--- config.mk ---
export PLATFORM = sky130hd
export DESIGN_NAME = id_stage
export DESIGN_NICKNAME = d
export VERILOG_FILES = /design/src/design/mips_id_pkg.sv /design/src/design/register_bank.sv /design/src/design/control_unit.sv /design/src/design/field_extract.sv /design/src/design/id_stage.sv
export VERILOG_INCLUDE_DIRS = /design/src /design/src/design
export SDC_FILE = /design/constraint.sdc
export NUM_CORES = 2
export LEC_CHECK = 0
export BUFFER_PORTS_ARGS = -buffer_cell sky130_fd_sc_hd__buf_2
export CELL_PAD_IN_SITES_DETAIL_PLACEMENT = 0
export CELL_PAD_IN_SITES_GLOBAL_PLACEMENT = 1
export CORE_MARGIN = 2
export CORE_UTILIZATION = 48
export CTS_CLUSTER_SIZE = 30
export DETAILED_ROUTE_END_ITERATION = 8
export PLACE_DENSITY_LB_ADDON = 0.1
export SLEW_MARGIN = 10
export SYNTH_ARGS = -nofsm -noshare
export SYNTH_HDL_FRONTEND = slang
export SYNTH_HIERARCHICAL = 1
export SYNTH_SLANG_ARGS = --single-unit
--- constraint.sdc ---
create_clock -name i_clock -period 4.1 [get_ports i_clock]
set_input_delay 0.205 -clock i_clock [delete_from_list [all_inputs] [get_ports i_clock]]
set_output_delay 0.205 -clock i_clock [all_outputs]
set_load 0.005 [all_outputs]
--- src/design/mips_id_params.svh ---
`ifndef MIPS_ID_PARAMS_SVH
`define MIPS_ID_PARAMS_SVH

// Datapath widths of the decode stage

`define NB_DATA 32  // Register and operand width

`define NB_INST 32  // Instruction word width

`define NB_PC 32    // Program counter width

`define NB_REG 5    // Register address width

`define N_REGS 32   // Register bank depth

`endif

--- src/design/mips_id_pkg.sv ---
`include "mips_id_params.svh"

package mips_id_pkg;

    // Primary opcodes, bits 31:26
    typedef enum logic [5:0] {
        OP_RTYPE = 6'h00,
        OP_J     = 6'h02,
        OP_JAL   = 6'h03,
        OP_BEQ   = 6'h04,
        OP_BNE   = 6'h05,
        OP_ADDI  = 6'h08,
        OP_ADDIU = 6'h09,
        OP_SLTI  = 6'h0a,
        OP_ANDI  = 6'h0c,
        OP_ORI   = 6'h0d,
        OP_XORI  = 6'h0e,
        OP_LUI   = 6'h0f,
        OP_LB    = 6'h20,
        OP_LH    = 6'h21,
        OP_LW    = 6'h23,
        OP_LBU   = 6'h24,
        OP_LHU   = 6'h25,
        OP_LWU   = 6'h27,
        OP_SB    = 6'h28,
        OP_SH    = 6'h29,
        OP_SW    = 6'h2b,
        OP_HALT  = 6'h3f
    } opcode_e;

    // R-type function codes, bits 5:0
    typedef enum logic [5:0] {
        FN_SLL  = 6'h00,
        FN_SRL  = 6'h02,
        FN_SRA  = 6'h03,
        FN_SLLV = 6'h04,
        FN_SRLV = 6'h06,
        FN_SRAV = 6'h07,
        FN_JR   = 6'h08,
        FN_JALR = 6'h09,
        FN_ADDU = 6'h21,
        FN_SUBU = 6'h23,
        FN_AND  = 6'h24,
        FN_OR   = 6'h25,
        FN_XOR  = 6'h26,
        FN_NOR  = 6'h27,
        FN_SLT  = 6'h2a
    } funct_e;

    // Operation selected for the EX stage ALU
    typedef enum logic [3:0] {
        ALU_ADD = 4'd0,  // Zero so a bubble decodes as ADD
        ALU_SUB = 4'd1,
        ALU_AND = 4'd2,
        ALU_OR  = 4'd3,
        ALU_XOR = 4'd4,
        ALU_NOR = 4'd5,
        ALU_SLT = 4'd6,
        ALU_SLL = 4'd7,
        ALU_SRL = 4'd8,
        ALU_SRA = 4'd9,
        ALU_LUI = 4'd10
    } alu_op_e;

    // Control word, all zero is a bubble
    typedef struct packed {
        logic    reg_dest;     // EX, rd instead of rt
        logic    signed_op;
        alu_op_e alu_op;       // EX
        logic    alu_src;      // EX, immediate as operand B
        logic    mem_read;     // MEM
        logic    mem_write;    // MEM
        logic    branch;       // MEM
        logic    reg_write;    // WB
        logic    mem_to_reg;   // WB
        logic    jump;         // IF
        logic    jr_jalr;      // IF, target from operand A
        logic    byte_en;
        logic    halfword_en;
        logic    word_en;
    } id_ctrl_t;

    // Decoded instruction fields
    typedef struct packed {
        logic [`NB_REG-1:0]  rs;
        logic [`NB_REG-1:0]  rt;
        logic [`NB_REG-1:0]  rd;
        logic [`NB_PC-1:0]   pc;
        logic [`NB_DATA-1:0] immediate;
        logic [`NB_DATA-1:0] shamt;
        logic [`NB_PC-1:0]   jump_address;
    } id_fields_t;

endpackage

--- src/design/register_bank.sv ---
`timescale 1ns/1ps

`include "mips_id_params.svh"

module register_bank (
    input  logic                i_clock,
    input  logic                i_rst_n,
    input  logic                i_enable,           // Debug unit write gate
    input  logic                i_reg_write,        // From WB
    input  logic [`NB_REG-1:0]  i_write_reg,        // From WB
    input  logic [`NB_DATA-1:0] i_write_data,       // From WB
    input  logic [`NB_REG-1:0]  i_read_reg_a,
    input  logic [`NB_REG-1:0]  i_read_reg_b,
    input  logic                i_dbg_read_enable,  // Debug unit strobe
    input  logic [`NB_REG-1:0]  i_dbg_read_addr,
    output logic [`NB_DATA-1:0] o_data_a,
    output logic [`NB_DATA-1:0] o_data_b,
    output logic [`NB_DATA-1:0] o_dbg_data
);

    logic [`NB_DATA-1:0] regs [`N_REGS];
    logic                wr_en;

    // Register 0 is never a write target
    assign wr_en = i_reg_write && i_enable && (i_write_reg != '0);

    // Read with write-through from the WB port
    function automatic logic [`NB_DATA-1:0] read_reg(input logic [`NB_REG-1:0] addr);
        logic [`NB_DATA-1:0] value;
        if (addr == '0) begin
            value = '0;
        end else if (wr_en && (i_write_reg == addr)) begin
            value = i_write_data;  // Bypass
        end else begin
            value = regs[addr];
        end
        return value;
    endfunction

    always_ff @(posedge i_clock or negedge i_rst_n) begin
        if (!i_rst_n) begin
            for (int i = 0; i < `N_REGS; i++) begin
                regs[i] <= '0;
            end
        end else if (wr_en) begin
            regs[i_write_reg] <= i_write_data;
        end
    end

    // Also follows the bank and the WB port read inside read_reg
    always_comb begin
        o_data_a = read_reg(i_read_reg_a);
        o_data_b = read_reg(i_read_reg_b);
    end

    // Debug value held until the next strobe
    always_ff @(posedge i_clock or negedge i_rst_n) begin
        if (!i_rst_n) begin
            o_dbg_data <= '0;
        end else if (i_dbg_read_enable) begin
            o_dbg_data <= read_reg(i_dbg_read_addr);
        end
    end

endmodule

--- src/design/control_unit.sv ---
`timescale 1ns/1ps

module control_unit (
    input  logic                   i_clock,
    input  logic                   i_rst_n,
    input  logic                   i_enable,    // Debug unit
    input  logic                   i_ctrl_sel,  // Stall unit flush
    input  mips_id_pkg::opcode_e   i_opcode,
    input  mips_id_pkg::funct_e    i_funct,
    output mips_id_pkg::id_ctrl_t  o_ctrl,
    output logic                   o_hlt
);

    import mips_id_pkg::*;

    id_ctrl_t ctrl_dec;
    logic     active;

    assign active = i_enable && !i_ctrl_sel;

    always_comb begin
        ctrl_dec = '0;
        case (i_opcode)
            OP_RTYPE: begin
                ctrl_dec.reg_dest  = 1'b1;
                ctrl_dec.reg_write = 1'b1;
                case (i_funct)
                    FN_SLL, FN_SLLV: ctrl_dec.alu_op = ALU_SLL;
                    FN_SRL, FN_SRLV: ctrl_dec.alu_op = ALU_SRL;
                    FN_SRA, FN_SRAV: ctrl_dec.alu_op = ALU_SRA;
                    FN_ADDU:         ctrl_dec.alu_op = ALU_ADD;
                    FN_SUBU:         ctrl_dec.alu_op = ALU_SUB;
                    FN_AND:          ctrl_dec.alu_op = ALU_AND;
                    FN_OR:           ctrl_dec.alu_op = ALU_OR;
                    FN_XOR:          ctrl_dec.alu_op = ALU_XOR;
                    FN_NOR:          ctrl_dec.alu_op = ALU_NOR;
                    FN_SLT: begin
                        ctrl_dec.alu_op    = ALU_SLT;
                        ctrl_dec.signed_op = 1'b1;
                    end
                    FN_JR: begin
                        // No register written
                        ctrl_dec.reg_dest  = 1'b0;
                        ctrl_dec.reg_write = 1'b0;
                        ctrl_dec.jump      = 1'b1;
                        ctrl_dec.jr_jalr   = 1'b1;
                    end
                    FN_JALR: begin
                        ctrl_dec.jump    = 1'b1;
                        ctrl_dec.jr_jalr = 1'b1;  // Link goes to rd
                    end
                    default: ctrl_dec = '0;  // Unknown funct
                endcase
            end
            OP_ADDI, OP_ADDIU, OP_SLTI: begin
                ctrl_dec.alu_src   = 1'b1;
                ctrl_dec.reg_write = 1'b1;
                ctrl_dec.signed_op = 1'b1;
                ctrl_dec.alu_op    = (i_opcode == OP_SLTI) ? ALU_SLT : ALU_ADD;
            end
            OP_ANDI, OP_ORI, OP_XORI, OP_LUI: begin
                ctrl_dec.alu_src   = 1'b1;
                ctrl_dec.reg_write = 1'b1;
                case (i_opcode)
                    OP_ANDI: ctrl_dec.alu_op = ALU_AND;
                    OP_ORI:  ctrl_dec.alu_op = ALU_OR;
                    OP_XORI: ctrl_dec.alu_op = ALU_XOR;
                    default: ctrl_dec.alu_op = ALU_LUI;
                endcase
            end
            OP_LB, OP_LH, OP_LW, OP_LBU, OP_LHU, OP_LWU: begin
                ctrl_dec.mem_read   = 1'b1;
                ctrl_dec.mem_to_reg = 1'b1;
                ctrl_dec.reg_write  = 1'b1;
                ctrl_dec.alu_src    = 1'b1;
                ctrl_dec.alu_op     = ALU_ADD;  // Base plus offset
                ctrl_dec.signed_op  = (i_opcode == OP_LB) || (i_opcode == OP_LH);
                ctrl_dec.byte_en    = (i_opcode == OP_LB) || (i_opcode == OP_LBU);
                ctrl_dec.halfword_en = (i_opcode == OP_LH) || (i_opcode == OP_LHU);
                ctrl_dec.word_en    = (i_opcode == OP_LW) || (i_opcode == OP_LWU);
            end
            OP_SB, OP_SH, OP_SW: begin
                ctrl_dec.mem_write   = 1'b1;
                ctrl_dec.alu_src     = 1'b1;
                ctrl_dec.alu_op      = ALU_ADD;
                ctrl_dec.byte_en     = (i_opcode == OP_SB);
                ctrl_dec.halfword_en = (i_opcode == OP_SH);
                ctrl_dec.word_en     = (i_opcode == OP_SW);
            end
            OP_BEQ, OP_BNE: begin
                ctrl_dec.branch = 1'b1;
                ctrl_dec.alu_op = ALU_SUB;  // Compare by subtraction
            end
            OP_J: begin
                ctrl_dec.jump = 1'b1;
            end
            OP_JAL: begin
                ctrl_dec.jump      = 1'b1;
                ctrl_dec.reg_write = 1'b1;  // Link to r31
            end
            default: ctrl_dec = '0;  // HALT and unknown opcodes
        endcase
    end

    // Flush or disable gives a bubble
    assign o_ctrl = active ? ctrl_dec : '0;

    // Sticky until reset
    always_ff @(posedge i_clock or negedge i_rst_n) begin
        if (!i_rst_n) begin
            o_hlt <= 1'b0;
        end else if (active && (i_opcode == OP_HALT)) begin
            o_hlt <= 1'b1;
        end
    end

endmodule

--- src/design/field_extract.sv ---
`timescale 1ns/1ps

`include "mips_id_params.svh"

module field_extract (
    input  logic [`NB_INST-1:0]       i_inst,
    input  logic [`NB_PC-1:0]         i_pc,
    output mips_id_pkg::id_fields_t   o_fields
);

    always_comb begin
        o_fields.rs = i_inst[25:21];
        o_fields.rt = i_inst[20:16];
        o_fields.rd = i_inst[15:11];
        o_fields.pc = i_pc;

        // Immediate or function code, sign extended
        o_fields.immediate = {{(`NB_DATA-16){i_inst[15]}}, i_inst[15:0]};

        o_fields.shamt = {{(`NB_DATA-5){1'b0}}, i_inst[10:6]};

        // Region bits of PC with the word target
        o_fields.jump_address = {i_pc[`NB_PC-1:`NB_PC-4], i_inst[25:0], 2'b00};
    end

endmodule

--- src/design/id_stage.sv ---
`timescale 1ns/1ps

`include "mips_id_params.svh"

module id_stage (
    input  logic                       i_clock,
    input  logic                       i_rst_n,
    input  logic                       i_cu_enable,        // Debug unit
    input  logic                       i_rb_enable,        // Debug unit
    input  logic                       i_dbg_read_enable,  // Debug unit
    input  logic [`NB_REG-1:0]         i_dbg_read_addr,    // Debug unit
    input  logic [`NB_INST-1:0]        i_inst,
    input  logic [`NB_PC-1:0]          i_pc,
    input  logic [`NB_DATA-1:0]        i_wb_data,          // From WB
    input  logic [`NB_REG-1:0]         i_wb_reg,           // From WB
    input  logic                       i_wb_reg_write,     // From WB
    input  logic                       i_ctrl_sel,         // Stall unit flush
    output mips_id_pkg::id_ctrl_t      o_ctrl,
    output logic                       o_hlt,
    output mips_id_pkg::id_fields_t    o_fields,
    output logic [`NB_DATA-1:0]        o_data_a,
    output logic [`NB_DATA-1:0]        o_data_b,
    output logic [`NB_DATA-1:0]        o_dbg_data
);

    import mips_id_pkg::*;

    opcode_e opcode;
    funct_e  funct;

    assign opcode = opcode_e'(i_inst[31:26]);
    assign funct  = funct_e'(i_inst[5:0]);

    register_bank u_register_bank (
        .i_clock           (i_clock),
        .i_rst_n           (i_rst_n),
        .i_enable          (i_rb_enable),
        .i_reg_write       (i_wb_reg_write),
        .i_write_reg       (i_wb_reg),
        .i_write_data      (i_wb_data),
        .i_read_reg_a      (i_inst[25:21]),  // rs
        .i_read_reg_b      (i_inst[20:16]),  // rt
        .i_dbg_read_enable (i_dbg_read_enable),
        .i_dbg_read_addr   (i_dbg_read_addr),
        .o_data_a          (o_data_a),
        .o_data_b          (o_data_b),
        .o_dbg_data        (o_dbg_data)
    );

    control_unit u_control_unit (
        .i_clock    (i_clock),
        .i_rst_n    (i_rst_n),
        .i_enable   (i_cu_enable),
        .i_ctrl_sel (i_ctrl_sel),
        .i_opcode   (opcode),
        .i_funct    (funct),
        .o_ctrl     (o_ctrl),
        .o_hlt      (o_hlt)
    );

    field_extract u_field_extract (
        .i_inst   (i_inst),
        .i_pc     (i_pc),
        .o_fields (o_fields)
    );

endmodule

# --- After elaboration in Yosys (flattened, before gate mapping) ---
# Cells that the tools add are included.
classes:
  addsub: 0
  n_mul: 0
  div_mod_pow: 0
  magnitude_cmp: 5
  eq_ne: 38
  n_shift: 0
  muxes: 36
  n_bitwise: 4
  n_reduce_logical: 32
op_table:
  columns: ["op", "n"]
  rows:
  - ["$bwmux W1024", 1]
  - ["$bmux W32 S5", 3]
  - ["$mux W32", 13]
  - ["$demux W32 S5", 1]
  - ["$eq A6 B6 Y1 const B", 17]
  - ["$eq A6 B4 Y1 const B", 9]
  - ["$pmux W4 S9", 1]
  - ["$eq A6 B3 Y1 const B", 5]
  - ["$reduce_or A14 Y1", 2]
  - ["$eq A6 B2 Y1 const B", 4]
  - ["$ge A6 B6 Y1 const B", 4]
  - ["$not A5 Y6", 4]
  - ["$mux W17", 1]
  - ["$pmux W4 S4", 1]
  - ["$reduce_or A16 Y1", 1]
  - ["$eq A5 B5 Y1", 3]
  - ["$logic_not A5 Y1", 3]
  - ["$logic_not A6 Y1", 2]
  - ["$pmux W4 S3", 1]
  - ["$reduce_or A2 Y1", 6]
  - ["$logic_and A1 B1 Y1", 8]
  - ["$mux W1", 8]
  - ["$lt A6 B1 Y1 const B", 1]
  - ["$pmux W3 S2", 1]
  - ["other kinds (10)", 15]
totals:
  register_bits: 1057
  latchBits: 0
  ram_bits: 0
  romBits: 0
  inputBits: 113
  mem_count: 0

# --- Depth between registers and ports, before layout ---
logic_depth:
  word_depth: 6
  ltp_mapped: 10

# --- Cells and area by module ---
# The synthesis kept the hierarchy.
by_module_without_submodules:
  columns: ["mod", "n_inst", "cells_per_inst", "area_per_inst_um2", "seq_area_each_um2"]
  rows:
  - ["register_bank", 1, 4218, 64489.4, 26425.3]
  - ["field_extract", 1, 144, 1077.3, 0.0]
  - ["control_unit", 1, 77, 501.7, 25.0]

# --- Worst setup path before layout ---
# OpenSTA, ideal clock, no wires.
synth_path:
  path_kind: "input to register"
  startpoint: "input port i_dbg_read_addr[0]"
  endpoint: "register u_register_bank.o_dbg_data[10]"
  setup_time_ps: 127
  t_arrival_ps: 2039
  path_slack_ps: 1933
  cell_stages: 7
  n_path_buf: 3
  path_cell_list: "clkbuf_1 -> clkbuf_1 -> buf_2 -> mux4_2 -> mux4_2 -> nand3_1 -> nand3_1"
synth_between:
  elab_chain_len: 6
  elab_cells_between_ends: 9
synth_rtl:
  columns: ["element", "line", "source"]
  rows:
  - ["start, declared", "id_stage.sv:11", "input logic [`NB_REG-1:0] i_dbg_read_addr,"]
  - ["$not A5 Y6 (not written as such)", "register_bank.sv:35", "value = regs[addr];"]
  - ["$bmux W32 S5", "register_bank.sv:35", null]
  - ["$mux W32 (not written as such) (2 in a row)", "register_bank.sv:35", null]
  - ["$mux W32", "register_bank.sv:32", "end else if (wr_en && (i_write_reg == addr)) begin"]
  - ["$mux W32 *", "register_bank.sv:30", "if (addr == '0) begin"]
  - ["end signal, assigned", "register_bank.sv:61", "o_dbg_data <= read_reg(i_dbg_read_addr);"]
  - ["end, declared", "register_bank.sv:18", "output logic [`NB_DATA-1:0] o_dbg_data"]
# Every way passes the cells marked *; elsewhere a longest branch is shown, timed or not. The select of a mux whose other input is x is not followed.
# A chain may end at the register's enable or synchronous reset.

# --- Final worst setup path ---
layout_path:
  startpoint: "input port i_inst[21]"
  endpoint: "output port o_data_a[7]"
layout_between:
  elab_chain_len: 6
  elab_cells_between_ends: 9
layout_rtl:
  columns: ["element", "line", "source"]
  rows:
  - ["start, declared", "id_stage.sv:12", "input logic [`NB_INST-1:0] i_inst,"]
  - ["$not A5 Y6 (not written as such)", "register_bank.sv:35", null]
  - ["$bmux W32 S5", "register_bank.sv:35", null]
  - ["$mux W32 (not written as such) (2 in a row)", "register_bank.sv:35", null]
  - ["$mux W32", "register_bank.sv:32", null]
  - ["$mux W32 *", "register_bank.sv:30", null]
  - ["end, declared", "id_stage.sv:21", "output logic [`NB_DATA-1:0] o_data_a,"]
# Marked as above.

==> impl_metrics.env <==
export IMPL_tightest_slew_ps=1184
export IMPL_groute_usage_overall=0.3344
export IMPL_setup_tns_ps=0
export IMPL_clock_sink_count=1057
export IMPL_slew_viol_final=0
export IMPL_final_min_clock_period_ps=3192
export IMPL_startpoint_type="input pin"
export IMPL_wl_mm=233.2
export IMPL_async_flop_share=1.000
export IMPL_fillers=11310
export IMPL_numCtsBuffers=121
export IMPL_cts_htree_levels=3
export IMPL_gp_congestion=0.8246
export IMPL_fp_dieH_um=375
export IMPL_antenna_left=0
export IMPL_synthToLayoutAreaGrowth_pct=10.15
export IMPL_port_buffers=216
export IMPL_period_share=0.7786
export IMPL_ios=370
export IMPL_antenna_found_initial=12
export IMPL_status="complete, no violations"
export IMPL_path_class="input pin to primary output"
export IMPL_maxCapViolCount=0
export IMPL_rsz0062_at_grt="false"
export IMPL_via_per_inst=7.066
export IMPL_cts_tree="built"
export IMPL_powerDensity_nw_per_um2=422.4
export IMPL_critPathLaunch="i_inst[21]"
export IMPL_core_area_um2=137000
export IMPL_clock_skew_ps=34.52
export IMPL_finish_utilization=0.5313
export IMPL_worstSkewPairLatency_ps=760
export IMPL_synthDistinctLibCells=65
export IMPL_grt_pass1_wl_mm=337.5
export IMPL_r2r_cells=5
export IMPL_firstDrtPassIters=6
export IMPL_ys_flop_type="dfrtp_1"
export IMPL_instances_no_fill=6228
export IMPL_fp_dieW_um=375
export IMPL_setup_slack_ps=907.6
export IMPL_ctsLongestPathBuffers=3
export IMPL_worstPathArrival_ps=2990
export IMPL_yosysSeqAreaShare=0.4003
export IMPL_fp_dieArea_um2=140600
export IMPL_rows=136
export IMPL_setup_viol=0
export IMPL_worstPathMaxFanout=51
export IMPL_leakagePower_nw=31.25
export IMPL_grt_pass1_vias=43990
export IMPL_ir_worst_vdd_uv=358.2
export IMPL_route_detailed_drc=0
export IMPL_cts_root_buf="clkbuf_16"
export IMPL_clk_pin_slew_worst_paths_ps=60
export IMPL_via_count=44010
export IMPL_cts_setup_buffers=0
export IMPL_num_nets_final=4446
export IMPL_cp_required_ps=3890
export IMPL_fmax_mhz=313.2
export IMPL_grt_max_degree=113
export IMPL_hold_class="input pin to flop"
export IMPL_postSynthAreaPerCell_um2=14.88
export IMPL_drtIter0Drc=4701
export IMPL_synth_edf_count=0
export IMPL_yosys_register_bits=1057
export IMPL_end_kind="primary output"
export IMPL_start_util=0.4823
export IMPL_grt_overflow=0
export IMPL_place_inst=5999
export IMPL_synthCells=4439
export IMPL_layout_common_cells="dfrtp_1 (1,057), mux2_2 (1,053), mux4_2 (846)"
export IMPL_slew_limit_headroom=0.2108
export IMPL_syn_area_um2=66070
export IMPL_drive_above_1_share=0.5739
export IMPL_critPathCapture="o_data_a[7]"
export IMPL_rr_endpoint="u_register_bank/o_dbg_data[14]$_DFFE_PN0P_"
export IMPL_layout_commonest_cell="dfrtp_1"
export IMPL_hpwl_mm=136.9
export IMPL_place_ws_ps=931.0
export IMPL_r2r_start="u_register_bank/regs[654]$_DFFE_PN0P_"
export IMPL_reg2reg_slack_ps=1830
export IMPL_hold_viol_final=0
export IMPL_wl_per_cell_um=37.45
export IMPL_yosysWarnings=6
[where the power goes]
group	leakage, nW	internal (mW)	switching [mW]
Clock	2.05	6.74	4.64
Sequential	14.1	11.8	1.37
Combinational	15.1	3.63	2.59
[how the worst min path moves through the flow]
| stage | startpoint | cells after the start | slack (ps) | to |
|---|---|---|---|---|
| 2_1_floorplan | i_rst_n | 0 | -90 | u_control_unit/o_hlt$_DFFE_PN0P_ |
| 3_3_place_gp | i_rst_n | 1 | 290 | u_register_bank/regs[297]$_DFFE_PN0P_ |
| 3_5_place_dp | i_rst_n | 1 | 300 | u_register_bank/regs[265]$_DFFE_PN0P_ |
| 4_1_cts | i_wb_data[19] | 3 | 6 | u_register_bank/o_dbg_data[19]$_DFFE_PN0P_ |
| 5_1_grt | i_wb_data[27] | 3 | 90 | u_register_bank/o_dbg_data[27]$_DFFE_PN0P_ |
| 6_report | i_wb_data[19] | 3 | 60 | u_register_bank/o_dbg_data[19]$_DFFE_PN0P_ |
[worst max-delay path, stage by stage]
cell	delay (ps)
buf_8	470
xnor2_1	170
nand3_1	150
nor4_4	50
or2_4	530
o31ai_1	900
buf_2	250
[state kept, by name, indices dropped and copies added, names as in the netlist]
name,flops
u_register_bank/regs,1024
u_control_unit/o_hlt,1
u_register_bank/o_dbg_data,32
[cell type report]
class / instances / area, um2 / area share
Tap cell: 1794 / 2245 / 0.03084
Sequential cell: 1057 / 26450 / 0.3634
Clock buffer: 180 / 3612 / 0.04963
Clock inverter: 41 / 533.0 / 0.007324
Antenna cell: 3 / 7.507 / 0.0001032
Timing Repair Buffer: 399 / 3309 / 0.04547
Inverter: 6 / 22.52 / 0.0003095
Multi-Input combinational cell: 2748 / 36600 / 0.5029
[cell families after synthesis]
group | Yosys count | share of synthesized area
flops | 1057 | 0.4003
compound gates | 274 | 0.02820
simple gates | 412 | 0.03087
other cells | 1 | 0.00005676
buf+inv | 662 | 0.05191
mux | 2017 | 0.4865
xor+xnor | 16 | 0.002121
[stage by stage]
| step | power (mW) | hold slack, ps | instance area [um2] |
|---|---|---|---|
| floorplan | 17.43 | -90.59 | 66170 |
| global placement | 19.36 | 292.4 | 68570 |
| detailed placement | 19.46 | 300.1 | 68570 |
| CTS | 30.90 | 6.461 | 72770 |
| global route | 31.95 | 90.70 | 72770 |
| finish | 30.74 | 55.18 | 72780 |
[per-layer routing]
layer	vias to the layer above	routed length, um	GRT usage
li1	17160	-	-
met1	24200	98210	0.4830
met2	2234	106400	0.5034
met3	413	20640	0.07713
met4	8	7965	0.1076
met5	-	44	0
[cell usage after synthesis, types with 18 or more instances]
cell type	n	area, um2
a21oi_1	56	280.3
a221oi_1	27	236.5
a32oi_1	18	157.7
buf_1	42	157.7
buf_2	116	580.6
buf_4	170	1276
clkbuf_1	308	1156
dfrtp_1	1057	26450
mux2_2	1053	11860
mux2i_1	114	1141
mux4_2	846	19050
nand2_1	143	536.8
nand3_1	75	375.4
nor2_1	57	214.0
nor2b_1	71	444.2
o21ai_0	26	130.1
o22ai_1	33	206.5
o31ai_1	33	247.7
[repair_timing]
item                                   in CTS  in global routing
resized for setup                           0                  0
hold buffers                                5                  0
endpoints found under the hold margin      53                  0
No activity file was read; power rests on OpenSTA's default activity.
